==> config.mk <==
export PLATFORM = sky130hd
export DESIGN_NAME = camera_capture_top
export DESIGN_NICKNAME = d
export VERILOG_FILES = /design/src/logic/camera_pkg.sv /design/src/logic/pixel_bus_if.sv /design/src/logic/camera_capture_top.sv /design/src/logic/capture_controller.sv /design/src/logic/input_conditioner.sv /design/src/logic/interleave_selector.sv /design/src/logic/line_tracker.sv
export SDC_FILE = /design/constraint.sdc
export NUM_CORES = 1
export LEC_CHECK = 0
export ABC_AREA = 1
export BUFFER_PORTS_ARGS = -buffer_cell sky130_fd_sc_hd__buf_2
export CAP_MARGIN = 40
export CORE_MARGIN = 3
export CORE_UTILIZATION = 54
export CTS_CLUSTER_DIAMETER = 60
export DETAILED_ROUTE_END_ITERATION = 12
export PLACE_DENSITY = 0.71
export SLEW_MARGIN = 20
export SYNTH_ARGS = -nofsm -noshare
export SYNTH_HDL_FRONTEND = slang
export SYNTH_HIERARCHICAL = 1
export SYNTH_SLANG_ARGS = --single-unit
==> constraint.sdc <==
create_clock -name clk -period 1.7 [get_ports clk]
set_input_delay 0.34 -clock clk [delete_from_list [all_inputs] [get_ports clk]]
set_output_delay 0.34 -clock clk [all_outputs]
set_load 0.005 [all_outputs]
==> src/logic/camera_pkg.sv <==
// ************************************************************************
// Frame geometry, sampling timing and shared types for the capture path.
// Every stage refers to these by scoped name.
// ************************************************************************
package camera_pkg;

    // Depth of the flip-flop chain that brings the sensor pins into clk
    localparam int sync_stages = 10;
    // System cycles from the filtered pixel clock fall to the sample strobe
    localparam int sample_delay = 2;

    // Frame geometry of the sensor window
    localparam int line_pixels = 16;
    localparam int frame_lines = 16;

    // Interleaved frames per image; 2 * n_interleave must divide frame_lines
    localparam int n_interleave = 4;
    // Read two lines, then jump so the average step equals n_interleave
    localparam int interleave_jump = 2 * n_interleave - 1;
    localparam int lines_per_interleave = frame_lines / n_interleave;

    // Camera reset hold after system reset
    localparam int boot_cycles = 64;

    typedef logic [11:0] pixel_t;
    typedef logic [7:0]  byte_t;
    typedef logic [11:0] line_t;
    typedef logic [4:0]  frame_idx_t;
    // Pixel clock, FV, LV and data moved as one bus through the conditioner
    typedef logic [$bits(pixel_t)+2:0] cond_t;

    typedef enum logic [2:0] {
        boot,
        wait_frame_start,
        wait_frame_end,
        idle,
        commanded_wait,
        streaming_image
    } capture_state_t;

endpackage

==> src/logic/pixel_bus_if.sv <==
// ************************************************************************
// Conditioned sensor bus from the decode stage, and the line position
// status that the line tracker hands to the later stages
// ************************************************************************
`timescale 1ns/1ns

interface pixel_bus_if;
    camera_pkg::pixel_t pixel;
    logic fv;
    logic lv;
    // One-cycle strobe when the pixel data is settled
    logic sample;
    // FV low, LV low and blank data all at once
    logic out_of_frame;

    modport source (output pixel, fv, lv, sample, out_of_frame);
    modport sink (input pixel, fv, lv, sample, out_of_frame);
endinterface

interface line_status_if;
    logic line_active;
    camera_pkg::line_t line_in_frame;
    camera_pkg::line_t prev_line;
    // Pulses once after a finished line has moved the line count
    logic line_advanced;

    modport source (output line_active, line_in_frame, prev_line, line_advanced);
    modport sink (input line_active, line_in_frame, prev_line, line_advanced);
endinterface

==> src/logic/camera_capture_top.sv <==
// ************************************************************************
// Capture front end for one parallel-bus sensor with plain ports
// ************************************************************************
`timescale 1ns/1ns

module camera_capture_top (
    input  logic clk,
    input  logic reset,
    input  logic camera_pixel_clock,
    input  logic camera_fv,
    input  logic camera_lv,
    input  camera_pkg::pixel_t camera_pixel_in,
    input  logic request_image,
    output logic camera_reset_bar,
    output logic sample_pixel,
    output logic keep_pixel,
    output logic image_started,
    output logic image_finished,
    output camera_pkg::byte_t data
);

    pixel_bus_if bus ();
    line_status_if status ();

    logic tracker_hold;
    logic streaming;
    camera_pkg::line_t target_line;
    logic all_done;

    // Decode
    input_conditioner u_conditioner (
        .clk(clk),
        .reset(reset),
        .pixel_clock(camera_pixel_clock),
        .fv(camera_fv),
        .lv(camera_lv),
        .pixel_in(camera_pixel_in),
        .bus(bus.source)
    );

    // Execute
    line_tracker u_tracker (
        .clk(clk),
        .reset(reset),
        .tracker_hold(tracker_hold),
        .bus(bus.sink),
        .status(status.source)
    );

    interleave_selector u_selector (
        .clk(clk),
        .reset(reset),
        .streaming(streaming),
        .status(status.sink),
        .target_line(target_line),
        .all_done(all_done)
    );

    // Result
    capture_controller u_controller (
        .clk(clk),
        .reset(reset),
        .request_image(request_image),
        .bus(bus.sink),
        .status(status.sink),
        .target_line(target_line),
        .all_done(all_done),
        .camera_reset_bar(camera_reset_bar),
        .tracker_hold(tracker_hold),
        .streaming(streaming),
        .keep_pixel(keep_pixel),
        .image_started(image_started),
        .image_finished(image_finished)
    );

    assign sample_pixel = bus.sample;
    // Only the upper bits of each pixel go to the FIFO
    assign data = bus.pixel[$bits(camera_pkg::pixel_t)-1 -: $bits(camera_pkg::byte_t)];

endmodule

==> src/logic/capture_controller.sv <==
// ************************************************************************
// Boots the sensor, lets one full frame pass, then serves image requests
// and decides which sampled pixels are kept
// ************************************************************************
`timescale 1ns/1ns

module capture_controller (
    input  logic clk,
    input  logic reset,
    input  logic request_image,
    pixel_bus_if.sink bus,
    line_status_if.sink status,
    input  camera_pkg::line_t target_line,
    input  logic all_done,
    output logic camera_reset_bar,
    output logic tracker_hold,
    output logic streaming,
    output logic keep_pixel,
    output logic image_started,
    output logic image_finished
);

    camera_pkg::capture_state_t state;
    camera_pkg::capture_state_t state_next;
    logic [$clog2(camera_pkg::boot_cycles+1)-1:0] boot_count;
    logic boot_over;

    assign boot_over = (boot_count >= camera_pkg::boot_cycles);

    // Boot timer runs only while the camera is held in reset
    always_ff @(posedge clk) begin
        if (reset || state != camera_pkg::boot) begin
            boot_count <= '0;
        end else if (!boot_over) begin
            boot_count <= boot_count + 1'b1;
        end
    end

    // ********************************************************************
    // Capture FSM
    // ********************************************************************
    always_ff @(posedge clk) begin
        if (reset) begin
            state <= camera_pkg::boot;
        end else begin
            state <= state_next;
        end
    end

    always_comb begin
        state_next = state;
        case (state)
            camera_pkg::boot: begin
                if (boot_over) state_next = camera_pkg::wait_frame_start;
            end
            // Let one whole frame go by so tracking starts between frames
            camera_pkg::wait_frame_start: begin
                if (bus.fv) state_next = camera_pkg::wait_frame_end;
            end
            camera_pkg::wait_frame_end: begin
                if (bus.out_of_frame) state_next = camera_pkg::idle;
            end
            camera_pkg::idle: begin
                if (request_image) state_next = camera_pkg::commanded_wait;
            end
            // Streaming must never begin in the middle of a frame
            camera_pkg::commanded_wait: begin
                if (bus.out_of_frame) state_next = camera_pkg::streaming_image;
            end
            camera_pkg::streaming_image: begin
                if (all_done) state_next = camera_pkg::idle;
            end
            default: begin
                state_next = camera_pkg::boot;
            end
        endcase
    end

    // Sensor is released as soon as boot ends
    assign camera_reset_bar = (state != camera_pkg::boot);

    // Tracking stays cleared until the first inter-frame gap after boot
    assign tracker_hold = (state == camera_pkg::boot)
                       || (state == camera_pkg::wait_frame_start)
                       || (state == camera_pkg::wait_frame_end);

    assign streaming = (state == camera_pkg::streaming_image);
    assign image_started = streaming;
    assign image_finished = !streaming;

    // FIFO write enable, read alongside the sample strobe
    assign keep_pixel = status.line_active
                     && (status.line_in_frame == target_line)
                     && streaming;

endmodule

==> src/logic/input_conditioner.sv <==
// ************************************************************************
// Brings the sensor pins into the system clock domain, votes out
// single-cycle glitches and makes the pixel sample strobe
// ************************************************************************
`timescale 1ns/1ns

module input_conditioner (
    input  logic clk,
    input  logic reset,
    input  logic pixel_clock,
    input  logic fv,
    input  logic lv,
    input  camera_pkg::pixel_t pixel_in,
    pixel_bus_if.source bus
);

    // All pins travel together so their relative timing is kept
    camera_pkg::cond_t sync_chain [camera_pkg::sync_stages];
    camera_pkg::cond_t filt_buf [3];
    camera_pkg::cond_t vote;
    camera_pkg::cond_t filtered;

    logic pclk_filtered;
    logic pclk_vote;
    logic pclk_fell;
    logic [camera_pkg::sample_delay-1:0] sample_pipe;

    // ********************************************************************
    // Synchronizer chain and three-deep filter buffer
    // ********************************************************************
    always_ff @(posedge clk) begin
        if (reset) begin
            for (int i = 0; i < camera_pkg::sync_stages; i++) begin
                sync_chain[i] <= '0;
            end
            for (int i = 0; i < 3; i++) begin
                filt_buf[i] <= '0;
            end
            filtered <= '0;
        end else begin
            sync_chain[0] <= {pixel_clock, fv, lv, pixel_in};
            for (int i = 1; i < camera_pkg::sync_stages; i++) begin
                sync_chain[i] <= sync_chain[i-1];
            end
            filt_buf[0] <= sync_chain[camera_pkg::sync_stages-1];
            filt_buf[1] <= filt_buf[0];
            filt_buf[2] <= filt_buf[1];
            // One more stage so edges can be seen between vote and filtered
            filtered <= vote;
        end
    end

    // Two-of-three vote on every bit, so a one-cycle blip never gets through
    assign vote = (filt_buf[2] & filt_buf[1])
                | (filt_buf[2] & filt_buf[0])
                | (filt_buf[1] & filt_buf[0]);

    // ********************************************************************
    // Edge detection and sample strobe
    // ********************************************************************
    // The pixel clock sits in the top bit of the conditioned bus
    assign pclk_filtered = filtered[$bits(camera_pkg::cond_t)-1];
    assign pclk_vote = vote[$bits(camera_pkg::cond_t)-1];
    // High for one cycle as the filtered pixel clock goes low
    assign pclk_fell = pclk_filtered & ~pclk_vote;

    // Data moves on the pixel clock rise, so sampling a little after the
    // fall lands in the middle of the stable window
    always_ff @(posedge clk) begin
        if (reset) begin
            sample_pipe <= '0;
        end else begin
            sample_pipe[0] <= pclk_fell;
            for (int i = 1; i < camera_pkg::sample_delay; i++) begin
                sample_pipe[i] <= sample_pipe[i-1];
            end
        end
    end

    assign bus.pixel = filtered[$bits(camera_pkg::pixel_t)-1:0];
    assign bus.fv = filtered[$bits(camera_pkg::pixel_t)+1];
    assign bus.lv = filtered[$bits(camera_pkg::pixel_t)];
    assign bus.sample = sample_pipe[camera_pkg::sample_delay-1];

    // Blank data with both valid flags low only happens between frames
    assign bus.out_of_frame = !bus.fv && !bus.lv && (bus.pixel == '0);

endmodule

==> src/logic/interleave_selector.sv <==
// ************************************************************************
// Picks the sensor line to keep next, reading line pairs across several
// interleaved frames so the Bayer pattern is kept intact
// ************************************************************************
`timescale 1ns/1ns

module interleave_selector (
    input  logic clk,
    input  logic reset,
    input  logic streaming,
    line_status_if.sink status,
    output camera_pkg::line_t target_line,
    output logic all_done
);

    camera_pkg::line_t line_in_interleave;
    camera_pkg::frame_idx_t frame_idx;
    camera_pkg::frame_idx_t next_frame_idx;
    logic target_done;
    logic last_line;
    logic last_frame;

    // The line just finished was the one we were keeping
    assign target_done = status.line_advanced && (status.prev_line == target_line);

    assign last_line = line_in_interleave
                    >= camera_pkg::line_t'(camera_pkg::lines_per_interleave - 1);
    assign last_frame = frame_idx
                     >= camera_pkg::frame_idx_t'(camera_pkg::n_interleave - 1);
    assign next_frame_idx = frame_idx + camera_pkg::frame_idx_t'(1);

    // ********************************************************************
    // Target sequence
    // ********************************************************************
    // Frame k reads 2k, 2k+1, then 2k + 2n, 2k + 2n + 1 and so on, which
    // gives the order 0,1,8,9 then 2,3,10,11 for four interleaved frames
    always_ff @(posedge clk) begin
        if (reset || !streaming) begin
            target_line <= '0;
            line_in_interleave <= '0;
            frame_idx <= '0;
            all_done <= 1'b0;
        end else if (target_done && !all_done) begin
            if (last_line) begin
                line_in_interleave <= '0;
                if (last_frame) begin
                    all_done <= 1'b1;
                end else begin
                    frame_idx <= next_frame_idx;
                    // Each interleaved frame starts two lines further down
                    target_line <= camera_pkg::line_t'({next_frame_idx, 1'b0});
                end
            end else begin
                line_in_interleave <= line_in_interleave + camera_pkg::line_t'(1);
                if (!target_line[0]) begin
                    // Second line of the Bayer pair
                    target_line <= target_line + camera_pkg::line_t'(1);
                end else begin
                    // Jump over the pairs that belong to the other frames
                    target_line <= target_line
                                 + camera_pkg::line_t'(camera_pkg::interleave_jump);
                end
            end
        end
    end

endmodule

==> src/logic/line_tracker.sv <==
// ************************************************************************
// Follows the position inside a sensor frame: line activity, pixel count
// and line number, all held cleared while tracker_hold is high
// ************************************************************************
`timescale 1ns/1ns

module line_tracker (
    input  logic clk,
    input  logic reset,
    input  logic tracker_hold,
    pixel_bus_if.sink bus,
    line_status_if.source status
);

    logic line_active;
    camera_pkg::line_t pixel_count;
    camera_pkg::line_t line_in_frame;
    camera_pkg::line_t prev_line;
    logic can_advance;
    logic line_advanced;
    logic line_full;
    logic blanking;
    logic advance_now;

    // ********************************************************************
    // Line state and pixel counter
    // ********************************************************************
    // A greater-or-equal test so a corrupted count still ends the line
    assign line_full = (pixel_count >= camera_pkg::line_pixels);

    always_ff @(posedge clk) begin
        if (reset || tracker_hold) begin
            line_active <= 1'b0;
            pixel_count <= '0;
        end else if (line_active) begin
            // Stay in the line until every pixel is counted and LV has
            // dropped, so the tail of a line cannot look like a new one
            if (line_full) begin
                if (!bus.lv) begin
                    line_active <= 1'b0;
                    pixel_count <= '0;
                end
            end else if (bus.sample) begin
                pixel_count <= pixel_count + camera_pkg::line_t'(1);
            end
        end else if (bus.lv) begin
            line_active <= 1'b1;
        end
    end

    // ********************************************************************
    // Line counter
    // ********************************************************************
    assign blanking = (bus.pixel == '0);

    // Counts move only in the blanking after a finished line, and the
    // flag limits this to one step per line
    assign advance_now = !bus.lv && !line_active && blanking && can_advance;

    always_ff @(posedge clk) begin
        if (reset || tracker_hold) begin
            line_in_frame <= '0;
            prev_line <= '0;
            can_advance <= 1'b0;
            line_advanced <= 1'b0;
        end else begin
            line_advanced <= 1'b0;
            if (line_active) begin
                can_advance <= 1'b1;
            end
            if (advance_now) begin
                can_advance <= 1'b0;
                prev_line <= line_in_frame;
                line_advanced <= 1'b1;
                // The last line of a frame may end right as FV drops
                if (bus.out_of_frame) begin
                    line_in_frame <= '0;
                end else begin
                    line_in_frame <= line_in_frame + camera_pkg::line_t'(1);
                end
            end else if (bus.out_of_frame && !line_active) begin
                // Between frames the count restarts at line zero
                line_in_frame <= '0;
            end
        end
    end

    assign status.line_active = line_active;
    assign status.line_in_frame = line_in_frame;
    assign status.prev_line = prev_line;
    assign status.line_advanced = line_advanced;

endmodule

# Word level (Yosys, flattened, before mapping)
# Memory sizes are Yosys's and may differ from the RTL's.
# Index checks and enable logic that the tools add are counted.
# word_totals
out_inout_bits,13
ramBits,195
n_memories,2
in_bits,18
elab_cells,131
regBits,96
# op_classes
addsub,7
n_reduce_logical,31
mux,37
n_lt_le_gt_ge,4
bitwise_logic,21
n_eq_ne,15
# mem_list
name,words,width,read_ports,rd_clocked_by_memory_dff,write_ports,line_no,text
u_conditioner.sync_chain,10,15,10,0,10,input_conditioner.sv:18,camera_pkg::cond_t sync_chain [camera_pkg::sync_stages];
u_conditioner.filt_buf,3,15,3,0,3,input_conditioner.sv:19,camera_pkg::cond_t filt_buf [3];
# op_table
operator,count
$mux 15,13
$mux 12,10
$add 12x1->12 const B,4
$and 15x15->15,3
$or 15x15->15,2
$eq 12x12->1,2
$mux 3,6
$pmux 3 s6,1
$ne 2x2->1 const B,7
$or 1x1->1,13
$add 12x3->12 const B,1
$ge 12x2->1 const B,1
$ge 12x5->1 const B,1
$logic_not 12->1,1
$logic_and 1x1->1,10
$reduce_and 3->1,3
$add 7x1->7 const B,1
$ge 7x7->1 const B,1
$mux 1,7
$eq 3x2->1 const B,2
$eq 3x3->1 const B,2
$reduce_and 6->1,1
$add 5x1->5 const B,1
$ge 5x2->1 const B,1
other kinds (11),21

# Logic depth before layout (Yosys ltp)
# Gate-level depths: netlist of run 1.
# depth
word_depth,6
depth_mapped,14

# Modules after synthesis
# Netlist of run 1, hierarchy kept.
# modules_own_cells
mod,area_each_um2,seq_area_each_um2,instances,cells_per_inst
input_conditioner,6565.0,4244.1,1,709
line_tracker,1845.5,780.7,1,273
interleave_selector,1771.7,600.6,1,281
capture_controller,753.2,200.2,1,127

# Worst setup path before layout of run 1
# OpenSTA, ideal clock, no wires.
# synth_path
kind,reg2reg
start,reg u_controller.state[1]
end,reg u_selector.target_line[10]
setup_ns,0.071
stages_incl_launch_ff,10
arrival_time_ns,1.557
slack_ns,0.073
n_path_buf,2
period_less_slack_ns,1.627
path_cell_list,dfxtp_1 inv_1 nand2_1 nor2_1 buf_4 inv_1 nor2_1 inv_1 clkbuf_1 a21oi_1
# synth_via
elab_chain_cells,3
# synth_rtl
item,line_no,text
"start, declared",capture_controller.sv:23,camera_pkg::capture_state_t state;
"start signal, assigned",capture_controller.sv:44,state <= camera_pkg::boot;
"start signal, assigned",capture_controller.sv:46,state <= state_next;
$eq 3x3->1,capture_controller.sv:87,assign streaming = (state == camera_pkg::streaming_image);
via image_started,camera_capture_top.sv:17,"output logic image_started,"
$logic_not 1->1,interleave_selector.sv:38,if (reset || !streaming) begin
$logic_or 1x1->1,interleave_selector.sv:38,
"end signal, assigned",interleave_selector.sv:51,"target_line <= camera_pkg::line_t'({next_frame_idx, 1'b0});"
"end signal, assigned",interleave_selector.sv:57,target_line <= target_line + camera_pkg::line_t'(1);
"end signal, assigned",interleave_selector.sv:60,target_line <= target_line
"end, declared",interleave_selector.sv:12,"output camera_pkg::line_t target_line,"
# The timed path passes the listed nets, and every way through them passes these cells.
# A chain may end at the register's enable or synchronous reset.

# Final worst setup path of run 1
# layout_path
start,reg u_controller.state[1]
end,out keep_pixel
# layout_via
elab_chain_cells,2
# layout_rtl
item,line_no,text
$eq 3x3->1,capture_controller.sv:87,
$logic_and 1x1->1,capture_controller.sv:94,&& streaming;
"end, declared",camera_capture_top.sv:16,"output logic keep_pixel,"
# No other way between the ends.

==> impl_metrics.ini, run 1 <==
[status]
outcome = finished, violations left
violations = negative setup slack

[critical_path]
path_buf_inv = 3
r2r_slack_ns = -0.03
r2r_start = u_selector/target_line[8]
rr_endpoint = u_selector/target_line[2]
cp_num_cells = 8
crit_family = simple AND/OR/NAND/NOR gates
arrival_ns = 1.60
cp-start-kind = flip-flop
reg2regPathDepth = 12
crit_fanout = 2
crit_required_ns = 1.36
endpoint_kind = output pin
cp_slowest_stage_delay_ns = 0.33
crit_path_top_delay_cell = dfxtp_2
path_cells = inv_2, nand2_4, nor2_4, inv_2, nor2_2, nand4_1, nor2_2, buf_2
critPathKind = flip-flop to output pin

[route]
drc = 0
drtPass1Iterations = 5
wire_per_inst_um = 10.3
num_vias = 7867
viasPerCell = 4.49
final_antenna_net_count = 0
initialDrtViolationCount = 408
routed_wirelength_um = 18100

[global_route]
grt-ovfl-total = 0
grt_pass1_wl_um = 30800
antenna_found_initial = 0
grt_max_degree = 70
grt_pass1_vias = 7106
globalRouteTotalUtil_pct = 16.2

[min_path]
hold_path_depth = 2
worstHoldPathType = input port to flip-flop
hold_end = u_conditioner/sample_pipe[1]
hp-start = reset

[cells_and_area]
nFillCells = 1686
fin_util_pct = 64.5
ff_latch_area_sq_um = 5860
multi_input_area_sq_um = 3690
postLayoutCellArea_sq_um = 12700
area_growth_pct = 15.9
finish.net_count = 1497
antenna_cells = 0
fin_cells = 1752
drive_above_1_share_pct = 16.8

[clock_network]
cts_max_level = 1
worstSkewPairLatency_ns = 0.53
max-clock-path-buffers = 3
cts_root_buf = clkbuf_16
cts_tree = built
clock_sinks = 291
cts_buffers = 29
clk_pin_slew_ns = 0.06

[logic_synthesis]
synth_seq_cells = 291
synth_edf_count = 0
syn_area_sq_um = 10900
synth_top_area_share_pct = 53.3
yosysSeqAreaShare_pct = 53.3
yosysWarningCount = 6
synth_fp_nets = 1419
ys_async_sr_fraction_pct = 0
synth_cells = 1390
yosys.area.top_type = dfxtp_1
yosys.cell_types.count = 38
yosys-top-cells-area = dfxtp_1 53%, nor2_1 10%, inv_1 9.9%
synth_commonest_cells = 297 x nor2_1, 291 x dfxtp_1, 288 x inv_1
synthFlopType = dfxtp_1
yosysMostFrequentCell = nor2_1
avgSynthCellArea_sq_um = 7.87

[place]
dp.cells = 1669
portBuffers = 30
detailed_place.area_sq_um = 11200
place_hpwl_um = 11200
gp_congestion = 0.874

[timing]
setup_viol = 3
worst_pin_slew_ns = 0.421
report.final.hold_viol_count = 0
relSlewSlack_pct = 71.8
fin_setup_tns_ns = -0.417
min_period_ns = 1.94
rsz0062_at_grt = yes
maxSlewViolCount = 0
finalClockSkew_ns = 0.0142
post-route-period-util_pct = 114
setup_ws_ns = -0.243
clock.fmax_mhz = 515

[power_and_ir_drop]
power_density_nw_per_um2 = 1130
p_leak_nw = 5.13
ir_drop_v = 0.000920
power.total_mw = 14.3

[die]
dieArea_sq_um = 22000
die_h_um = 148
core_sq_um = 19700
io_pins = 31
initial_utilization_pct = 55.6
rows = 51
die_w_um = 148

[flow_run]
maxCapViolCount = 0
[cells in the final DEF (no fill, tap or decap), types with 3 or more instances in the layout]
cell type and count:
inv_2 17, nand2_2 11, a21oi_1 50, clkbuf_16 29
o21ai_0 18, nor2_4 32, o22ai_1 3, ha_1 11
buf_2 28, nor2_2 29, dfxtp_2 16, nand2_1 199
dfxtp_4 5, buf_4 37, inv_1 281, nand3_2 5
nor2_1 288, nor3_1 8, clkbuf_1 6, o21ai_1 5
dlygate4sd3_1 15, buf_12 4, clkbuf_8 5, clkinv_2 6
buf_6 8, nand2_4 3, dfxtp_1 270, nand3_1 54
xor2_1 7, nand4_1 12
[layer usage]
layer	wire length [um]	up-vias	track usage, %
met4	536	0	5.27
met3	733	47	2.38
met5	0	-	0
met1	8550	3438	21.7
met2	8280	148	27.2
li1	-	4234	-
[worst max-delay path by stage]
| stage | end | from | slack, ns |
|---|---|---|---|
| 3_3_place_gp | u_selector/target_line[11] | u_selector/target_line[0] | 0.01 |
| 3_5_place_dp | u_selector/target_line[9] | u_selector/target_line[0] | -0.07 |
| 2_1_floorplan | u_selector/target_line[10] | u_controller/state[1] | 0.07 |
| 4_1_cts | keep_pixel | u_controller/state[1] | -0.27 |
| 5_1_grt | keep_pixel | u_controller/state[1] | -0.33 |
| 6_report | keep_pixel | u_controller/state[1] | -0.24 |
[cells by family (layout without fill, tap and decap cells)]
logic type	count (synthesis)	after routing	share of synthesized area, %
adders and majority gates	11	11	1.26
and+or+nand+nor	648	649	26.2
buffers and inverters	345	441	14.3
xor gates and xnor gates	10	10	0.801
AOI/OAI and AO/OA	85	85	4.20
DFF	291	291	53.3
[metrics by stage]
stage | setup slack, ns | hold WS [ns]
after global routing | -0.328 | 0.0575
after detailed placement | -0.0732 | 0.392
final | -0.243 | 0.0666
after global placement | 0.0100 | 0.388
after CTS | -0.269 | 0.0436
after floorplan | 0.0727 | 0.388
[report_power, final]
| group | internal, mW | switching, mW | total [mW] |
|---|---|---|---|
| clock | 3.64 | 2.44 | 6.07 |
| sequential | 6.94 | 0.0587 | 7.00 |
| combinational | 0.509 | 0.766 | 1.27 |
| total | 11.1 | 3.26 | 14.3 |
[repair_timing]
action	in CTS	in global routing
gates resized for setup	27	52
pin swaps	7	25
gates cloned	0	1
hold buffers	15	0
setup endpoints to repair	6	26
hold endpoints to repair	15	0
setup buffers	12	9
[state kept, by name (all words and copies together) (netlist names), 2 cells and up]
| register | cells |
|---|---|
| u_selector/line_in_interleave | 12 |
| u_conditioner/sample_pipe | 2 |
| u_selector/target_line | 12 |
| u_tracker/status.line_in_frame | 12 |
| u_controller/boot_count | 7 |
| u_conditioner/filt_buf | 45 |
| u_tracker/pixel_count | 12 |
| u_controller/state | 3 |
| u_selector/frame_idx | 5 |
| u_conditioner/filtered | 15 |
| u_tracker/status.prev_line | 12 |
| u_conditioner/sync_chain | 150 |
[worst register-to-register path, stage by stage, from the launching register on]
cell	delay [ns]
dfxtp_2	0.32
buf_4	0.13
xnor2_2	0.15
nand2_1	0.08
nor2_2	0.15
nand2_2	0.10
nor2_4	0.14
buf_12	0.15
buf_6	0.11
nand4_1	0.10
nand3_1	0.12
nand2_1	0.07
inv_1	0.05
[cell type report]
cell class	count	share of cell area (%)
clock inverters	10	0.839
clock buffers	40	6.45
multi-input cells	755	29.1
inverters	299	8.87
well taps	265	2.62
flip-flops and latches	291	46.3
repair buffers	92	5.82
Note: power is estimated with default switching activity, not from simulation.
==> run 2: changes to the inputs <==
BUFFER_PORTS_ARGS = unset   (was -buffer_cell sky130_fd_sc_hd__buf_2)
DONT_BUFFER_PORTS = 1   (was unset)
PLACE_DENSITY = 0.69   (was 0.71)
==> run 2 against run 1 <==
Via count rose by 8.6%. Fmax increased by 6.3%. Clock skew grew 0.0022 ns. Cell area increased by 12%. The flow still finishes with violations (negative setup slack). Global-route usage rose by 3.0 points. Cell count increased by 7.5%.
==> impl_metrics.ini, run 2 (synthesized netlist as in run 1, its figures left out) <==
[status]
outcome = finished, violations left
violations = negative setup slack

[clock_network]
clock_sinks = 291
cts_buffers = 29
cts_max_level = 1
max-clock-path-buffers = 3
cts_tree = built
clk_pin_slew_ns = 0.06
worstSkewPairLatency_ns = 0.53
cts_root_buf = clkbuf_16

[timing]
post-route-period-util_pct = 108
maxSlewViolCount = 0
worst_pin_slew_ns = 0.421
relSlewSlack_pct = 71.9
fin_setup_tns_ns = -0.170
whs_ns = 0.0288
finalClockSkew_ns = 0.0164
min_period_ns = 1.83
setup_ws_ns = -0.129
rsz0062_at_grt = yes
setup_viol = 2
clock.fmax_mhz = 547
report.final.hold_viol_count = 0

[critical_path]
crit_required_ns = 1.36
critPathKind = flip-flop to output pin
cp-start-kind = flip-flop
crit_fanout = 8
endpoint_kind = output pin
arrival_ns = 1.49

[global_route]
grt_pass1_vias = 8139
globalRouteTotalUtil_pct = 19.2
antenna_found_initial = 0
grt_pass1_wl_um = 35800
grt-ovfl-total = 0
grt_max_degree = 161

[place]
gp_congestion = 0.877
place_hpwl_um = 10800
dp.cells = 1637
portBuffers = 0
dp_slack_ns = 0.0160
detailed_place.area_sq_um = 11000

[die]
die_w_um = 148
die_h_um = 148
dieArea_sq_um = 22000
io_pins = 31
core_sq_um = 19700
initial_utilization_pct = 55.6
rows = 51

[cells_and_area]
drive_above_1_share_pct = 15.0
reg_top3 = u_conditioner/sync_chain (150), u_conditioner/filt_buf (45), u_conditioner/filtered (15)
largest_register = u_conditioner/sync_chain
largest_register_ffs = 150
fin_util_pct = 72.3
postLayoutCellArea_sq_um = 14200
fin_cells = 1883
finish.net_count = 1627
nFillCells = 1443
layout_common_cells = 290 x nor2_1, 280 x inv_1, 263 x dfxtp_1, 194 x nand2_1, 171 x dlygate4sd3_1
layout_commonest_cell = nor2_1
area_growth_pct = 30.0
antenna_cells = 0

[route]
wire_per_inst_um = 11.3
final_antenna_net_count = 0
viasPerCell = 4.54
initialDrtViolationCount = 427
drc = 0
num_vias = 8544
routed_wirelength_um = 21200
drtPass1Iterations = 5

[min_path]
worstHoldPathType = input port to flip-flop

[flow_run]
maxCapViolCount = 0

[power_and_ir_drop]
power.total_mw = 15.1
power_density_nw_per_um2 = 1060
ir_drop_v = 0.000965
p_leak_nw = 6.12
-- run 2: cell count changes in the layout (fill, tap and decap cells not counted), moves of 3 or more --
cell and change:
buf_4 +6, dlygate4sd3_1 +156, bufinv_16 +4, buf_2 -28, dfxtp_2 +7, nand2_1 -5, buf_12 -4, o21ai_0 -4
dfxtp_1 -7, nand2_2 +6, clkbuf_1 -6, o21ai_1 +3
-- run 2: worst max-delay path, stage by stage, from the launching register on --
cell	delay, ns
dfxtp_1	0.50
o22ai_1	0.12
nor2_1	0.12
nand3_1	0.09
nor2_2	0.14
-- run 2: per-layer routing --
layer / global-route usage [%] / up-vias / wire length [um]
met1: 23.7 / 3854 / 9160
met2: 35.5 / 166 / 10800
met4: 4.16 / 0 / 339
li1: - / 4489 / -
met5: 0 / - / 0
met3: 2.80 / 35 / 894
-- run 2: path summary, 6_finish.rpt --
kind | start | to | slack, ns | cells past startpoint
setup / recovery | u_tracker/status.line_in_frame[7] | keep_pixel | -0.13 | 4
hold reg to reg | u_conditioner/sync_chain[9][3] | u_conditioner/filt_buf[0][3] | 0.40 | 2
setup reg to reg | u_controller/state[2] | u_controller/boot_count[5] | -0.04 | 7
hold / removal | reset | u_controller/boot_count[6] | 0.03 | 3
-- run 2: cell type report --
type	count	area [sq um]	area share [%]
Multi-Input combinational cell	755	3690	26.0
Inverter	299	1130	7.93
Clock buffer	34	795	5.59
Clock inverter	17	255	1.80
Sequential cell	291	5870	41.3
Tap cell	265	332	2.33
Timing Repair Buffer	222	2140	15.1
-- run 2: repair_timing --
action,CTS,global route
hold buffers,172,0
setup endpoints to repair,5,29
gates resized for setup,25,69
buffers inserted,7,16
cloned,0,1
endpoints found under the hold margin,200,0
pin swaps,5,25
-- run 2: where the power goes --
group	leakage [nW]	switching (mW)	internal (mW)
sequential	2.37	0.0726	6.94
combinational	3.23	0.693	0.498
clock	0.521	2.61	4.25
total	6.12	3.38	11.7
